<file path="src/rtl/conv_pool_pkg.sv">
`default_nettype none

package conv_pool_pkg;

  // datapath widths
  localparam int WORD_WIDTH    = 8;   // pixel, weight and output value
  localparam int ACC_WIDTH     = 20;  // 9 products of 16 bits plus growth

  // kernel geometry, 3x3
  localparam int TAPS          = 9;
  localparam int TAP_IDX_WIDTH = 4;

  // activation and requantization
  localparam int LRELU_SHIFT   = 3;   // negative slope of 1/8
  localparam int OUT_SHIFT     = 4;

  typedef logic signed [WORD_WIDTH-1:0] word_t;
  typedef logic signed [ACC_WIDTH-1:0]  acc_t;

  // one beat on a weight or pixel stream
  typedef struct packed {
    word_t data;
    logic  last;
  } stream_beat_t;

  // tap 0 sits in the low word
  typedef word_t [TAPS-1:0] kernel_t;

  // dot product handed from a lane to the combiner
  typedef struct packed {
    acc_t sum;
  } lane_sum_t;

endpackage

`default_nettype wire

</file>
<file path="src/rtl/conv_lane.sv">
`timescale 1ns/1ps
`default_nettype none

module conv_lane (
  input  wire                           aclk,
  input  wire                           reset,
  input  wire                           pix_valid,
  input  wire conv_pool_pkg::stream_beat_t pix_beat,
  output logic                          pix_ready,
  input  wire conv_pool_pkg::kernel_t   kernel,
  input  wire                           kernel_valid,
  input  wire                           take,
  output logic                          sum_valid,
  output conv_pool_pkg::lane_sum_t      sum,
  output logic                          busy
);
  import conv_pool_pkg::*;

  logic [TAP_IDX_WIDTH-1:0]       tap;
  acc_t                           acc;
  logic signed [2*WORD_WIDTH-1:0] product;
  logic                           pix_xfer;

  // stall the pixel stream until the combiner takes the sum
  assign pix_ready = kernel_valid && !sum_valid;
  assign pix_xfer  = pix_valid && pix_ready;

  assign product = pix_beat.data * kernel[tap];  // signed 8x8

  assign busy = (tap != '0) || sum_valid;

  // the accumulator doubles as the held result
  assign sum.sum = acc;

  always_ff @(posedge aclk) begin
    if (reset) begin
      tap       <= '0;
      acc       <= '0;
      sum_valid <= 1'b0;
    end else if (take) begin
      tap       <= '0;
      acc       <= '0;
      sum_valid <= 1'b0;
    end else if (pix_xfer) begin
      acc       <= acc + acc_t'(product);  // sign extend
      tap       <= tap + 1'b1;
      sum_valid <= pix_beat.last;
    end
  end

  // window length matches the kernel
  a_last_on_final_tap : assert property (
    @(posedge aclk) disable iff (reset)
    pix_xfer |-> (pix_beat.last == (tap == TAP_IDX_WIDTH'(TAPS - 1)))
  );

  a_sum_held : assert property (
    @(posedge aclk) disable iff (reset)
    (sum_valid && !take) |=> (sum_valid && $stable(sum))
  );

endmodule

`default_nettype wire

</file>
<file path="src/rtl/conv_pool_top.sv">
`timescale 1ns/1ps
`default_nettype none

module conv_pool_top (
  input  wire                              aclk,
  input  wire                              reset,

  input  wire                              weight_valid,
  input  wire conv_pool_pkg::stream_beat_t weight_beat,
  output wire                              weight_ready,

  input  wire                              pix1_valid,
  input  wire conv_pool_pkg::stream_beat_t pix1_beat,
  output wire                              pix1_ready,

  input  wire                              pix2_valid,
  input  wire conv_pool_pkg::stream_beat_t pix2_beat,
  output wire                              pix2_ready,

  output wire                              out_valid,
  output wire conv_pool_pkg::word_t        out_data,
  input  wire                              out_ready
);
  import conv_pool_pkg::*;

  kernel_t   kernel;
  logic      kernel_valid;
  logic      lane1_busy;
  logic      lane2_busy;
  logic      sum1_valid;
  lane_sum_t sum1;
  logic      sum2_valid;
  lane_sum_t sum2;
  logic      take;  // shared by both lanes

  kernel_store kernel_store (
    .aclk         (aclk),
    .reset        (reset),
    .weight_valid (weight_valid),
    .weight_beat  (weight_beat),
    .weight_ready (weight_ready),
    .lane1_busy   (lane1_busy),
    .lane2_busy   (lane2_busy),
    .kernel       (kernel),
    .kernel_valid (kernel_valid)
  );

  conv_lane lane1 (
    .aclk         (aclk),
    .reset        (reset),
    .pix_valid    (pix1_valid),
    .pix_beat     (pix1_beat),
    .pix_ready    (pix1_ready),
    .kernel       (kernel),
    .kernel_valid (kernel_valid),
    .take         (take),
    .sum_valid    (sum1_valid),
    .sum          (sum1),
    .busy         (lane1_busy)
  );

  conv_lane lane2 (
    .aclk         (aclk),
    .reset        (reset),
    .pix_valid    (pix2_valid),
    .pix_beat     (pix2_beat),
    .pix_ready    (pix2_ready),
    .kernel       (kernel),
    .kernel_valid (kernel_valid),
    .take         (take),
    .sum_valid    (sum2_valid),
    .sum          (sum2),
    .busy         (lane2_busy)
  );

  pool_activate pool_activate (
    .aclk       (aclk),
    .reset      (reset),
    .sum1_valid (sum1_valid),
    .sum1       (sum1),
    .sum2_valid (sum2_valid),
    .sum2       (sum2),
    .take       (take),
    .out_valid  (out_valid),
    .out_data   (out_data),
    .out_ready  (out_ready)
  );

endmodule

`default_nettype wire

</file>
<file path="src/rtl/kernel_store.sv">
`timescale 1ns/1ps
`default_nettype none

module kernel_store (
  input  wire                           aclk,
  input  wire                           reset,
  input  wire                           weight_valid,
  input  wire conv_pool_pkg::stream_beat_t weight_beat,
  output logic                          weight_ready,
  input  wire                           lane1_busy,
  input  wire                           lane2_busy,
  output conv_pool_pkg::kernel_t        kernel,
  output logic                          kernel_valid
);
  import conv_pool_pkg::*;

  logic [TAP_IDX_WIDTH-1:0] wr_idx;
  logic                     weight_xfer;

  // hold off a reload while either lane has a window in flight
  assign weight_ready = !(kernel_valid && (lane1_busy || lane2_busy));
  assign weight_xfer  = weight_valid && weight_ready;

  always_ff @(posedge aclk) begin
    if (reset) begin
      wr_idx       <= '0;
      kernel_valid <= 1'b0;
    end else if (weight_xfer) begin
      // first beat drops valid, last beat raises it again
      kernel_valid <= weight_beat.last;
      if (weight_beat.last) begin
        wr_idx <= '0;
      end else begin
        wr_idx <= wr_idx + 1'b1;
      end
    end
  end

  // tap registers
  always_ff @(posedge aclk) begin
    if (weight_xfer) begin
      kernel[wr_idx] <= weight_beat.data;
    end
  end

  // a load is exactly TAPS beats with last on the final one
  a_last_on_final_tap : assert property (
    @(posedge aclk) disable iff (reset)
    weight_xfer |-> (weight_beat.last == (wr_idx == TAP_IDX_WIDTH'(TAPS - 1)))
  );

endmodule

`default_nettype wire

</file>
<file path="src/rtl/pool_activate.sv">
`timescale 1ns/1ps
`default_nettype none

module pool_activate (
  input  wire                           aclk,
  input  wire                           reset,
  input  wire                           sum1_valid,
  input  wire conv_pool_pkg::lane_sum_t sum1,
  input  wire                           sum2_valid,
  input  wire conv_pool_pkg::lane_sum_t sum2,
  output logic                          take,
  output logic                          out_valid,
  output conv_pool_pkg::word_t          out_data,
  input  wire                           out_ready
);
  import conv_pool_pkg::*;

  acc_t  pooled;
  acc_t  leaky;
  acc_t  scaled;
  logic  in_range;
  word_t result;

  // join both rows, output slot must be free or freeing now
  assign take = sum1_valid && sum2_valid && (!out_valid || out_ready);

  always_comb begin
    pooled = (sum1.sum > sum2.sum) ? sum1.sum : sum2.sum;  // max of the two rows

    // leaky relu
    if (pooled[ACC_WIDTH-1]) begin
      leaky = pooled >>> LRELU_SHIFT;
    end else begin
      leaky = pooled;
    end

    scaled = leaky >>> OUT_SHIFT;

    // fits when the bits above the output sign are all copies of it
    in_range = (&scaled[ACC_WIDTH-1:WORD_WIDTH-1]) || !(|scaled[ACC_WIDTH-1:WORD_WIDTH-1]);

    if (in_range) begin
      result = scaled[WORD_WIDTH-1:0];
    end else if (scaled[ACC_WIDTH-1]) begin
      result = {1'b1, {(WORD_WIDTH-1){1'b0}}};  // -128
    end else begin
      result = {1'b0, {(WORD_WIDTH-1){1'b1}}};  // 127
    end
  end

  always_ff @(posedge aclk) begin
    if (reset) begin
      out_valid <= 1'b0;
    end else if (take) begin
      out_valid <= 1'b1;
    end else if (out_ready) begin
      out_valid <= 1'b0;
    end
  end

  always_ff @(posedge aclk) begin
    if (take) begin
      out_data <= result;
    end
  end

  a_out_held : assert property (
    @(posedge aclk) disable iff (reset)
    (out_valid && !out_ready) |=> (out_valid && $stable(out_data))
  );

endmodule

`default_nettype wire

</file>
<file path="config.mk">
export PLATFORM = sky130hd
export DESIGN_NAME = conv_pool_top
export DESIGN_NICKNAME = d
export VERILOG_FILES = /design/src/rtl/conv_pool_pkg.sv /design/src/rtl/conv_lane.sv /design/src/rtl/conv_pool_top.sv /design/src/rtl/kernel_store.sv /design/src/rtl/pool_activate.sv
export SDC_FILE = /design/constraint.sdc
export NUM_CORES = 1
export LEC_CHECK = 0
export BUFFER_PORTS_ARGS = -buffer_cell sky130_fd_sc_hd__buf_2
export CORE_UTILIZATION = 48
export CTS_CLUSTER_SIZE = 8
export DETAILED_ROUTE_END_ITERATION = 8
export PLACE_DENSITY = 0.67
export SLEW_MARGIN = 0
export SYNTH_ARGS = -nofsm -noshare
export SYNTH_HDL_FRONTEND = slang
export SYNTH_HIERARCHICAL = 1
export SYNTH_SLANG_ARGS = --single-unit
</file>
<file path="constraint.sdc">
create_clock -name aclk -period 6.05 [get_ports aclk]
set_input_delay 0.3025 -clock aclk [delete_from_list [all_inputs] [get_ports aclk]]
set_output_delay 0.3025 -clock aclk [all_outputs]
set_load 0.005 [all_outputs]
</file>
==> results.py, run 1 <==
metrics = {
    "timing": {
        "fmax_mhz": 169.1,
        "setup_viol": 0,
        "fin_crit_sh_pct": 97.76,
        "final.min_clock_period_ns": 5.915,
        "rsz0062_at_grt": "true",
        "clock_skew_ns": 0.01024,
        "tightest_slew_ns": 1.085,
        "relSlewSlack_pct": 27.70,
        "finalMaxSlewViolations": 0,
        "hold_viol_final": 0,
        "tns_ns": 0,
    },
    "floorplan": {
        "die_area_um2": 29650,
        "die_y_um": 172.2,
        "initial_core_util_pct": 49.37,
        "floorplan.io_pins": 45,
        "core_um2": 28160,
        "rows": 61,
        "die_w_um": 172.2,
    },
    "synth": {
        "synth_area_per_cell_um2": 10.63,
        "async_flop_share_pct": 0,
        "synthCells": 1308,
        "synth_area_um2": 13900,
        "ys_seq_area_share_pct": 25.34,
        "yosysWarnings": 6,
        "synth.distinct_cells": 65,
        "syn-num-nets": 1637,
        "synth_flop_cell": "edfxtp_1",
        "synth_edf_count": 80,
        "ys_ff_latch": 136,
    },
    "finish": {
        "num-nets-final": 1795,
        "drive_gt1_share_pct": 21.70,
        "area_growth_pct": 18.42,
    },
    "setup_path": {
        "r2r-start": "lane2/tap[0]",
        "crit_path_max_fanout": 5,
        "crit_arrival_ns": 6.27,
        "cp-startpoint": "lane2/tap[0]",
        "cp-start-kind": "register",
        "worstPathRequired_ns": 6.40,
        "end_kind": "register",
        "crit_type": "register to register",
    },
    "route": {
        "vias": 10160,
        "via_per_inst": 5.469,
        "drt_iter0_markers": 639,
        "wirelength_um": 33420,
        "drtPass1Iterations": 5,
        "drc": 0,
        "ant_nets": 0,
        "wire_per_inst_um": 17.98,
    },
    "clocking": {
        "cts_tree": "yes",
        "cts_buffers": 17,
        "cts_buffer_depth": 2,
        "clk_latency_ns": 0.43,
        "cts_root_buffer": "clkbuf_16",
        "cts.sinks": 136,
        "cts.clk_slew.worst_paths_ns": 0.06,
        "holdBufCountCts": 0,
        "h-tree-depth": 4,
    },
    "grt": {
        "grt_use_met1_pct": 32.97,
        "grt_pass1_vias": 10260,
        "grt_pass1_wl_um": 53650,
        "met2_usage_pct": 38.69,
        "gr-max-usage-layer": "met2",
        "grt_use_total_pct": 23.83,
        "antenna_found_initial": 1,
        "met3_usage_pct": 3.525,
        "grt_start_max_net_pins": 27,
        "overflow": 0,
    },
    "hold_path": {
        "hold_class": "primary input to register",
        "holdCritStartpoint": "pix1_beat[0]",
    },
    "outcome": {
        "outcome": "finished clean",
    },
    "placed_design": {
        "numPortBuffers": 44,
        "dpl.hpwl_um": 26510,
        "finalWeightedCongestion": 0.8867,
    },
    "flow_run": {
        "max_cap_violations": 0,
    },
}
registers in the layout, summed over array words and instances (netlist names):
signal and cells:
lane2/tap 4, lane2/sum 20, kernel_store/kernel_valid 1, lane1/sum 20, kernel_store/wr_idx 4, lane1/sum_valid 1, pool_activate/out_data 8, kernel_store/kernel 72
pool_activate/out_valid 1, lane1/tap 4, lane2/sum_valid 1
layout by cell type (no fill, tap or decap), types with 6 or more instances in the layout:
master | netlist | routed
inv_1 | 228 | 225
fa_1 | 176 | 168
nand2_1 | 115 | 114
buf_4 | 1 | 113
ha_1 | 120 | 105
edfxtp_1 | 80 | 80
and2_1 | 82 | 78
a21oi_1 | 59 | 57
dfxtp_1 | 56 | 53
nor2_1 | 50 | 45
buf_2 | 6 | 44
o21ai_0 | 32 | 26
mux4_2 | 24 | 24
xnor2_1 | 24 | 24
mux2i_1 | 27 | 22
clkbuf_16 | 0 | 18
nand3_1 | 15 | 15
a221oi_1 | 14 | 14
a21o_1 | 13 | 13
ha_4 | 0 | 13
o21ai_2 | 5 | 12
xor2_1 | 11 | 11
nand4_1 | 11 | 11
nor3_1 | 9 | 9
nor4_1 | 9 | 9
a211oi_1 | 13 | 9
buf_12 | 0 | 9
mux4_1 | 8 | 8
fa_2 | 0 | 8
o211ai_1 | 7 | 7
o21ai_1 | 8 | 6
a211oi_2 | 2 | 6
cells in the mapped netlist, drive strengths merged, types with 7 or more instances:
cell	count	share of area, %
dfxtp	56	8.1
buf	13	0.65
xnor2	24	1.5
nor4	9	0.40
a221oi	14	0.88
clkbuf	17	0.46
nor3	11	0.47
o211ai	7	0.38
o21ai	45	1.8
nand3	17	0.68
ha	120	11
mux2i	28	2.1
fa	176	25
nor2	50	1.3
and2	83	3.7
xor2	11	0.69
nand2	115	3.1
a21o	13	0.70
mux4	32	5.4
inv	231	6.2
nand4	11	0.49
edfxtp	80	17
a21oi	61	2.4
a211oi	16	1.0
final cells by class:
| cell class | instances | area [µm²] |
|---|---|---|
| fill | 2315 | 11700 |
| multi-input combinational | 911 | 9704 |
| tap | 378 | 473.0 |
| timing repair buffer | 169 | 1296 |
| sequential | 136 | 3532 |
| clock buffer | 17 | 425.4 |
| antenna | 1 | 2.502 |
| inverter | 231 | 870.8 |
| clock inverter | 15 | 161.4 |
worst max-delay path, stage by stage (launching register included):
cell and delay [ns]:
dfxtp_4 0.38, buf_12 0.13, mux4_2 0.48, mux2i_1 0.22, o21ai_0 0.13, buf_4 0.18, and2_1 0.18, fa_1 0.53
inv_1 0.05, fa_1 0.55, fa_1 0.43, fa_1 0.49, inv_1 0.05, fa_1 0.48, ha_4 0.30, o21ai_2 0.06
o21bai_2 0.16, o211ai_1 0.16, nand2_1 0.13, a211oi_2 0.10, or4_1 0.48, a31oi_1 0.14
path summary, 6_finish.rpt:
| kind | slack (ns) | endpoint | depth (start not counted) |
|---|---|---|---|
| worst max-delay path | 0.14 | lane2/sum[17] | 21 |
| worst min-delay path | 0.10 | lane1/sum_valid | 3 |
| worst max register to register | 0.14 | lane2/sum[17] | 21 |
| worst min register to register | 0.48 | lane1/sum[0] | 2 |
metrics by stage:
stage	setup slack (ns)	util, %	std cells	instance area, µm²	hold slack, ns
2_1_floorplan	0.02881	-	1308	13910	0.3716
3_3_place_gp	-0.01600	54.58	1813	15370	0.4656
3_5_place_dp	-0.1200	54.58	1813	15370	0.4717
4_1_cts	0.006781	56.71	1845	15970	0.09723
5_1_grt	-0.05445	58.47	1858	16470	0.1296
6_report	0.1354	58.47	1858	16470	0.1038
routing by layer:
metal	vias up	routed length, µm
met2	273	15990
met4	0	846
met5	-	0
met3	51	1379
met1	5113	15200
li1	4724	-
repair_timing:
action                     4_1_cts  5_1_grt
gates resized for setup          4       81
pin swaps                        0       33
buffers inserted                 0       11
setup endpoints to repair        7       16
gates cloned                     0        1
cell families (layout without fill, tap and decap cells):
kind of cell / Yosys count / after routing / synth area share, %
simple gates: 327 / 327 / 12.13
fa+ha+maj: 296 / 296 / 36.14
buf+inv: 261 / 432 / 7.343
compound gates: 191 / 191 / 9.178
flops: 136 / 136 / 25.34
mux: 62 / 62 / 7.667
xor+xnor: 35 / 35 / 2.205
other cells: 0 / 1 / 0
Power of run 1 is not shown: default switching activity piles up to over one toggle a cycle in this logic, so the estimate is an artifact.
==> run 2: changes to the inputs <==
--- a/config.mk
+++ b/config.mk
@@ -6,7 +6,9 @@
 export NUM_CORES = 1
 export LEC_CHECK = 0
 export BUFFER_PORTS_ARGS = -buffer_cell sky130_fd_sc_hd__buf_2
+export CORE_ASPECT_RATIO = 0.5
 export CORE_UTILIZATION = 48
+export CTS_BUF_LIST = sky130_fd_sc_hd__clkbuf_2
 export CTS_CLUSTER_SIZE = 8
 export DETAILED_ROUTE_END_ITERATION = 8
 export PLACE_DENSITY = 0.67
==> run 2 against run 1 <==
Effect of this change: via count is 1.4% higher; utilization is 1.5 points lower; sequential cell count did not move; maximum frequency decreased by 0.48%; worst hold slack gained 0.058 ns; register-to-register slack got worse by 0.03 ns; critical path depth shrank 1; final area fell by 2.8%; final cell count shrank 0.75%.
==> results.py, run 2 (synthesized netlist as in run 1, its figures left out) <==
metrics = {
    "floorplan": {
        "core_um2": 28080,
        "initial_core_util_pct": 49.51,
        "die_w_um": 242.7,
        "die_area_um2": 29690,
        "die_y_um": 122.4,
        "rows": 43,
        "floorplan.io_pins": 45,
    },
    "setup_path": {
        "r2r_cells": 20,
        "crit_arrival_ns": 6.63,
        "crit_path_max_fanout": 6,
        "worstPathRequired_ns": 6.74,
        "cp-start-kind": "register",
        "timing.rr.end": "lane2/sum[12]",
        "r2r-start": "lane2/tap[0]",
        "cp-startpoint": "lane2/tap[0]",
        "r2r_slack_ns": 0.11,
        "end_kind": "register",
        "crit_type": "register to register",
    },
    "grt": {
        "grt_start_max_net_pins": 27,
        "grt_pass1_vias": 10610,
        "grt_use_total_pct": 24.22,
        "grt_pass1_wl_um": 55180,
        "overflow": 0,
        "antenna_found_initial": 1,
    },
    "finish": {
        "num-nets-final": 1777,
        "mostFrequentLayoutCells": "224 x inv_1, 171 x fa_1, 114 x nand2_1, 105 x ha_1, 80 x edfxtp_1",
        "nFillCells": 2408,
        "largest_reg_flops": 72,
        "final_common_cell": "inv_1",
        "seq_area_um2": 3533,
        "top_register": "kernel_store/kernel",
        "multiInputGateArea_um2": 9706,
        "area_growth_pct": 15.14,
        "drive_gt1_share_pct": 19.64,
    },
    "route": {
        "drc": 0,
        "ant_nets": 0,
        "wire_per_inst_um": 19.19,
        "vias": 10300,
        "drt_iter0_markers": 857,
        "via_per_inst": 5.587,
        "wirelength_um": 35390,
        "drtPass1Iterations": 6,
    },
    "timing": {
        "finalMaxSlewViolations": 0,
        "final.min_clock_period_ns": 5.943,
        "fin_crit_sh_pct": 98.23,
        "tns_ns": 0,
        "fmax_mhz": 168.3,
        "relSlewSlack_pct": 28.67,
        "rsz0062_at_grt": "true",
        "clock_skew_ns": 0.05807,
        "tightest_slew_ns": 1.066,
        "hold_viol_final": 0,
        "setup_viol": 0,
    },
    "placed_design": {
        "finalWeightedCongestion": 0.9377,
        "dpl.hpwl_um": 27490,
        "numPortBuffers": 44,
    },
    "clocking": {
        "cts.sinks": 136,
        "clk_latency_ns": 0.80,
        "cts_root_buffer": "clkbuf_2",
        "h-tree-depth": 4,
        "cts_tree": "yes",
        "cts_buffers": 17,
        "cts_buffer_depth": 2,
        "cts.clk_slew.worst_paths_ns": 0.21,
    },
    "hold_path": {
        "holdPathEnd": "lane2/sum[0]",
        "holdCritStartpoint": "pix2_beat[1]",
        "worstHoldPathCells": 5,
        "hold_class": "primary input to register",
    },
    "outcome": {
        "outcome": "finished clean",
    },
    "flow_run": {
        "max_cap_violations": 0,
    },
}
[run 2: cell count changes in the layout (fill, tap and decap cells not counted), sizes merged]
cell,previous run,this run
dlygate4sd3,0,19
bufinv,1,2
inv,238,233
buf,168,130
clkbuf,18,22
clkinv,5,6
[run 2: timing repair]
item	in CTS	in global routing
cloned	0	2
gates resized for setup	4	93
pin swaps	4	38
buffers inserted	3	12
endpoints found under the setup margin	9	17
hold buffers	19	0
endpoints found under the hold margin	84	0
[run 2: worst max path at each step]
stage / to / slack, ns / cells past startpoint
final: lane2/sum[12] / 0.11 / 20
after global routing: lane2/sum[18] / -0.06 / 24
after CTS: lane1/sum[19] / 0.01 / 20
after detailed placement: lane2/sum[18] / -0.20 / 23
after global placement: lane2/sum[18] / -0.11 / 23
after floorplan: lane2/sum[17] / 0.03 / 21
[run 2: final cells by class]
| type | count | share of cell area, % |
|---|---|---|
| Sequential cell | 136 | 22.07 |
| Clock buffer | 20 | 0.6252 |
| Clock inverter | 12 | 0.7894 |
| Tap cell | 382 | 2.986 |
| Multi-Input combinational cell | 911 | 60.63 |
| Timing Repair Buffer | 151 | 7.472 |
| Inverter | 231 | 5.416 |
| Antenna cell | 1 | 0.01563 |
[run 2: through the flow]
stage / area (µm²) / hold WS, ns / util [%] / setup WS (ns) / std cells
6_report: 16010 / 0.1616 / 57.00 / 0.1072 / 1844
5_1_grt: 16010 / 0.1402 / 57.00 / -0.06189 / 1844
4_1_cts: 15500 / 0.09360 / 55.19 / 0.01072 / 1829
3_5_place_dp: 15050 / 0.4743 / 53.59 / -0.2010 / 1775
3_3_place_gp: 15050 / 0.4698 / 53.59 / -0.1051 / 1775
2_1_floorplan: 13910 / 0.3716 / - / 0.02881 / 1308
[run 2: layer usage]
metal,up-vias,global-route usage [%],share of wire [%]
li1,4692,-,-
met1,5195,31.61,42
met2,354,39.65,47
met3,62,6.429,8.5
met4,0,7.822,2.3
met5,-,0,0
[run 2: critical path, cell delays in order (launching register included)]
cell and delay [ns]:
dfxtp_4 0.42, buf_12 0.13, buf_12 0.13, mux4_2 0.52, mux2i_2 0.20, o21ai_2 0.15
and2_4 0.18, fa_1 0.48, inv_2 0.04, fa_1 0.55, fa_1 0.43, fa_1 0.50
inv_1 0.05, fa_1 0.52, ha_4 0.22, a21o_1 0.22, a211oi_4 0.35, nor2_1 0.11
o21ai_1 0.18, a2111oi_0 0.12, a311o_1 0.35
Power of run 2 is left out for the same reason.
==> run 3: changes to the inputs <==
==> constraint.sdc (replaced) <==
create_clock -name aclk -period 6.05 [get_ports aclk]
set_input_delay 1.21 -clock aclk [delete_from_list [all_inputs] [get_ports aclk]]
set_output_delay 1.21 -clock aclk [all_outputs]
set_load 0.005 [all_outputs]
==> run 3 against run 2 <==
Effect of this change: worst setup slack worse by 0.020 ns; utilization shrank 0.36 points; sequential cell count stayed put; non-clock buffer count is 10 lower; sequential share of layout area up 0.13 points; global-route usage rose by 0.61 points; register-to-register slack worse by 0.02 ns; critical path depth increased by 2; via count shrank 0.70%; count of clock-buffer cells in the layout is 3 lower; largest cell class unchanged; highest routed layer unchanged.
==> results.py, run 3 (synthesized netlist as in run 1, its figures left out) <==
metrics = {
    "setup_path": {
        "crit_family": "adder cells",
        "slowest_stage": "fa_1",
        "crit_path_max_fanout": 7,
        "cp-start-kind": "register",
        "timing.critical_path.buf_inv": 5,
        "crit_top_cell": "fa_1",
        "crit_arrival_ns": 6.72,
        "crit_type": "register to register",
        "crit_chain": "buf_12 > buf_6 > mux4_2 > mux2i_1 > nor2_1 > a21oi_4 > nor2_1 > fa_1 > inv_2 > fa_1 > fa_1 > fa_1 > inv_2 > fa_1 > ha_4 > a21o_1 > a211oi_4 > buf_4 > o31ai_4 > xor2_1 > nand2_1 > a21oi_2",
        "worstPathRequired_ns": 6.81,
        "critPathMaxStageDelay_ns": 0.58,
        "end_kind": "register",
    },
    "floorplan": {
        "die_area_um2": 29690,
        "core_um2": 28080,
        "die_y_um": 122.4,
        "rows": 43,
        "floorplan.io_pins": 45,
        "initial_core_util_pct": 49.51,
        "die_w_um": 242.7,
    },
    "finish": {
        "nFillCells": 2412,
        "largest_reg_flops": 72,
        "num-nets-final": 1767,
        "final_common_cell": "inv_1",
        "postLayoutCellArea_um2": 15910,
        "seq_area_um2": 3532,
        "multiInputGateArea_um2": 9698,
        "mostFrequentLayoutCells": "223 x inv_1, 173 x fa_1, 115 x nand2_1, 104 x ha_1, 84 x buf_4",
        "top_register": "kernel_store/kernel",
        "drive_gt1_share_pct": 20.95,
        "area_growth_pct": 14.41,
    },
    "timing": {
        "tns_ns": 0,
        "tightest_slew_ns": 1.110,
        "fmax_mhz": 167.7,
        "rsz0062_at_grt": "true",
        "final.min_clock_period_ns": 5.963,
        "relSlewSlack_pct": 26.01,
        "hold_slack_ns": 0.5006,
        "clock_skew_ns": 0.05183,
        "finalMaxSlewViolations": 0,
        "setup_slack_ns": 0.08670,
        "setup_viol": 0,
        "fin_crit_sh_pct": 98.57,
        "hold_viol_final": 0,
    },
    "clocking": {
        "clk_latency_ns": 0.84,
        "cts_buffers": 17,
        "cts_tree": "yes",
        "cts.sinks": 136,
        "h-tree-depth": 4,
        "cts.clk_slew.worst_paths_ns": 0.26,
        "holdBufCountCts": 0,
        "cts_root_buffer": "clkbuf_2",
        "cts_buffer_depth": 2,
    },
    "route": {
        "ant_nets": 0,
        "drc": 0,
        "wire_per_inst_um": 19.32,
        "drtPass1Iterations": 5,
        "drt_iter0_markers": 761,
        "via_per_inst": 5.579,
        "wirelength_um": 35430,
        "vias": 10230,
    },
    "placed_design": {
        "pre_cts_ws_ns": -0.1681,
        "finalWeightedCongestion": 0.9308,
        "dpl.hpwl_um": 27810,
        "place_area_um2": 15110,
        "numPortBuffers": 44,
    },
    "grt": {
        "antenna_found_initial": 1,
        "grt_start_max_net_pins": 27,
        "overflow": 0,
        "grt_use_total_pct": 24.83,
        "grt_pass1_wl_um": 56420,
        "grt_pass1_vias": 10710,
    },
    "flow_run": {
        "max_cap_violations": 0,
    },
    "outcome": {
        "outcome": "finished clean",
    },
    "hold_path": {
        "hold_class": "register to register",
    },
}
[run 3: changes by cell type in the layout (fill, tap and decap cells not counted), moves of 4 or more]
cell / before / now
buf_4: 76 / 84
o21ai_2: 15 / 19
inv_8: 0 / 4
dlygate4sd3_1: 19 / 0
[run 3: layout make-up]
cell class,instances,area share [%]
Antenna cell,1,0.01573
Clock buffer,17,0.5348
Clock inverter,15,0.9753
Inverter,231,5.474
Multi-Input combinational cell,911,60.96
Sequential cell,136,22.20
Tap cell,382,3.005
Timing Repair Buffer,141,6.827
[run 3: routing by layer]
| layer | vias to the layer above | GRT usage [%] | part of all wire (%) |
|---|---|---|---|
| met4 | 0 | 7.586 | 2.0 |
| met1 | 5218 | 32.99 | 43 |
| met5 | - | 0 | 0 |
| li1 | 4663 | - | - |
| met3 | 43 | 6.014 | 7.3 |
| met2 | 307 | 40.60 | 47 |
[run 3: path summary, 6_finish.rpt]
check | endpoint | startpoint | slack, ns | cells past startpoint
hold reg to reg | lane1/sum[0] | lane1/sum[0] | 0.50 | 2
setup / recovery | lane2/sum[14] | lane2/tap[0] | 0.09 | 22
hold / removal | lane1/sum[0] | lane1/sum[0] | 0.50 | 2
setup reg to reg | lane2/sum[14] | lane2/tap[0] | 0.09 | 22
[run 3: repair_timing]
item                                    in CTS  in global routing
gates resized for setup                      3                102
pin swaps                                    4                 48
setup buffers                                3                 13
endpoints found under the setup margin       9                 16
cloned                                       0                  2
[run 3: metrics by stage]
step | utilization, % | std cells
6_report | 56.64 | 1834
5_1_grt | 56.64 | 1834
4_1_cts | 54.73 | 1818
3_5_place_dp | 53.79 | 1783
3_3_place_gp | 53.79 | 1783
2_1_floorplan | - | 1308
[run 3: tightest hold or removal path, stage by stage (launching register included)]
cell and delay (ns):
dfxtp_1 0.37, nand2_1 0.06, a21oi_1 0.05
Power of run 3 is left out for the same reason.
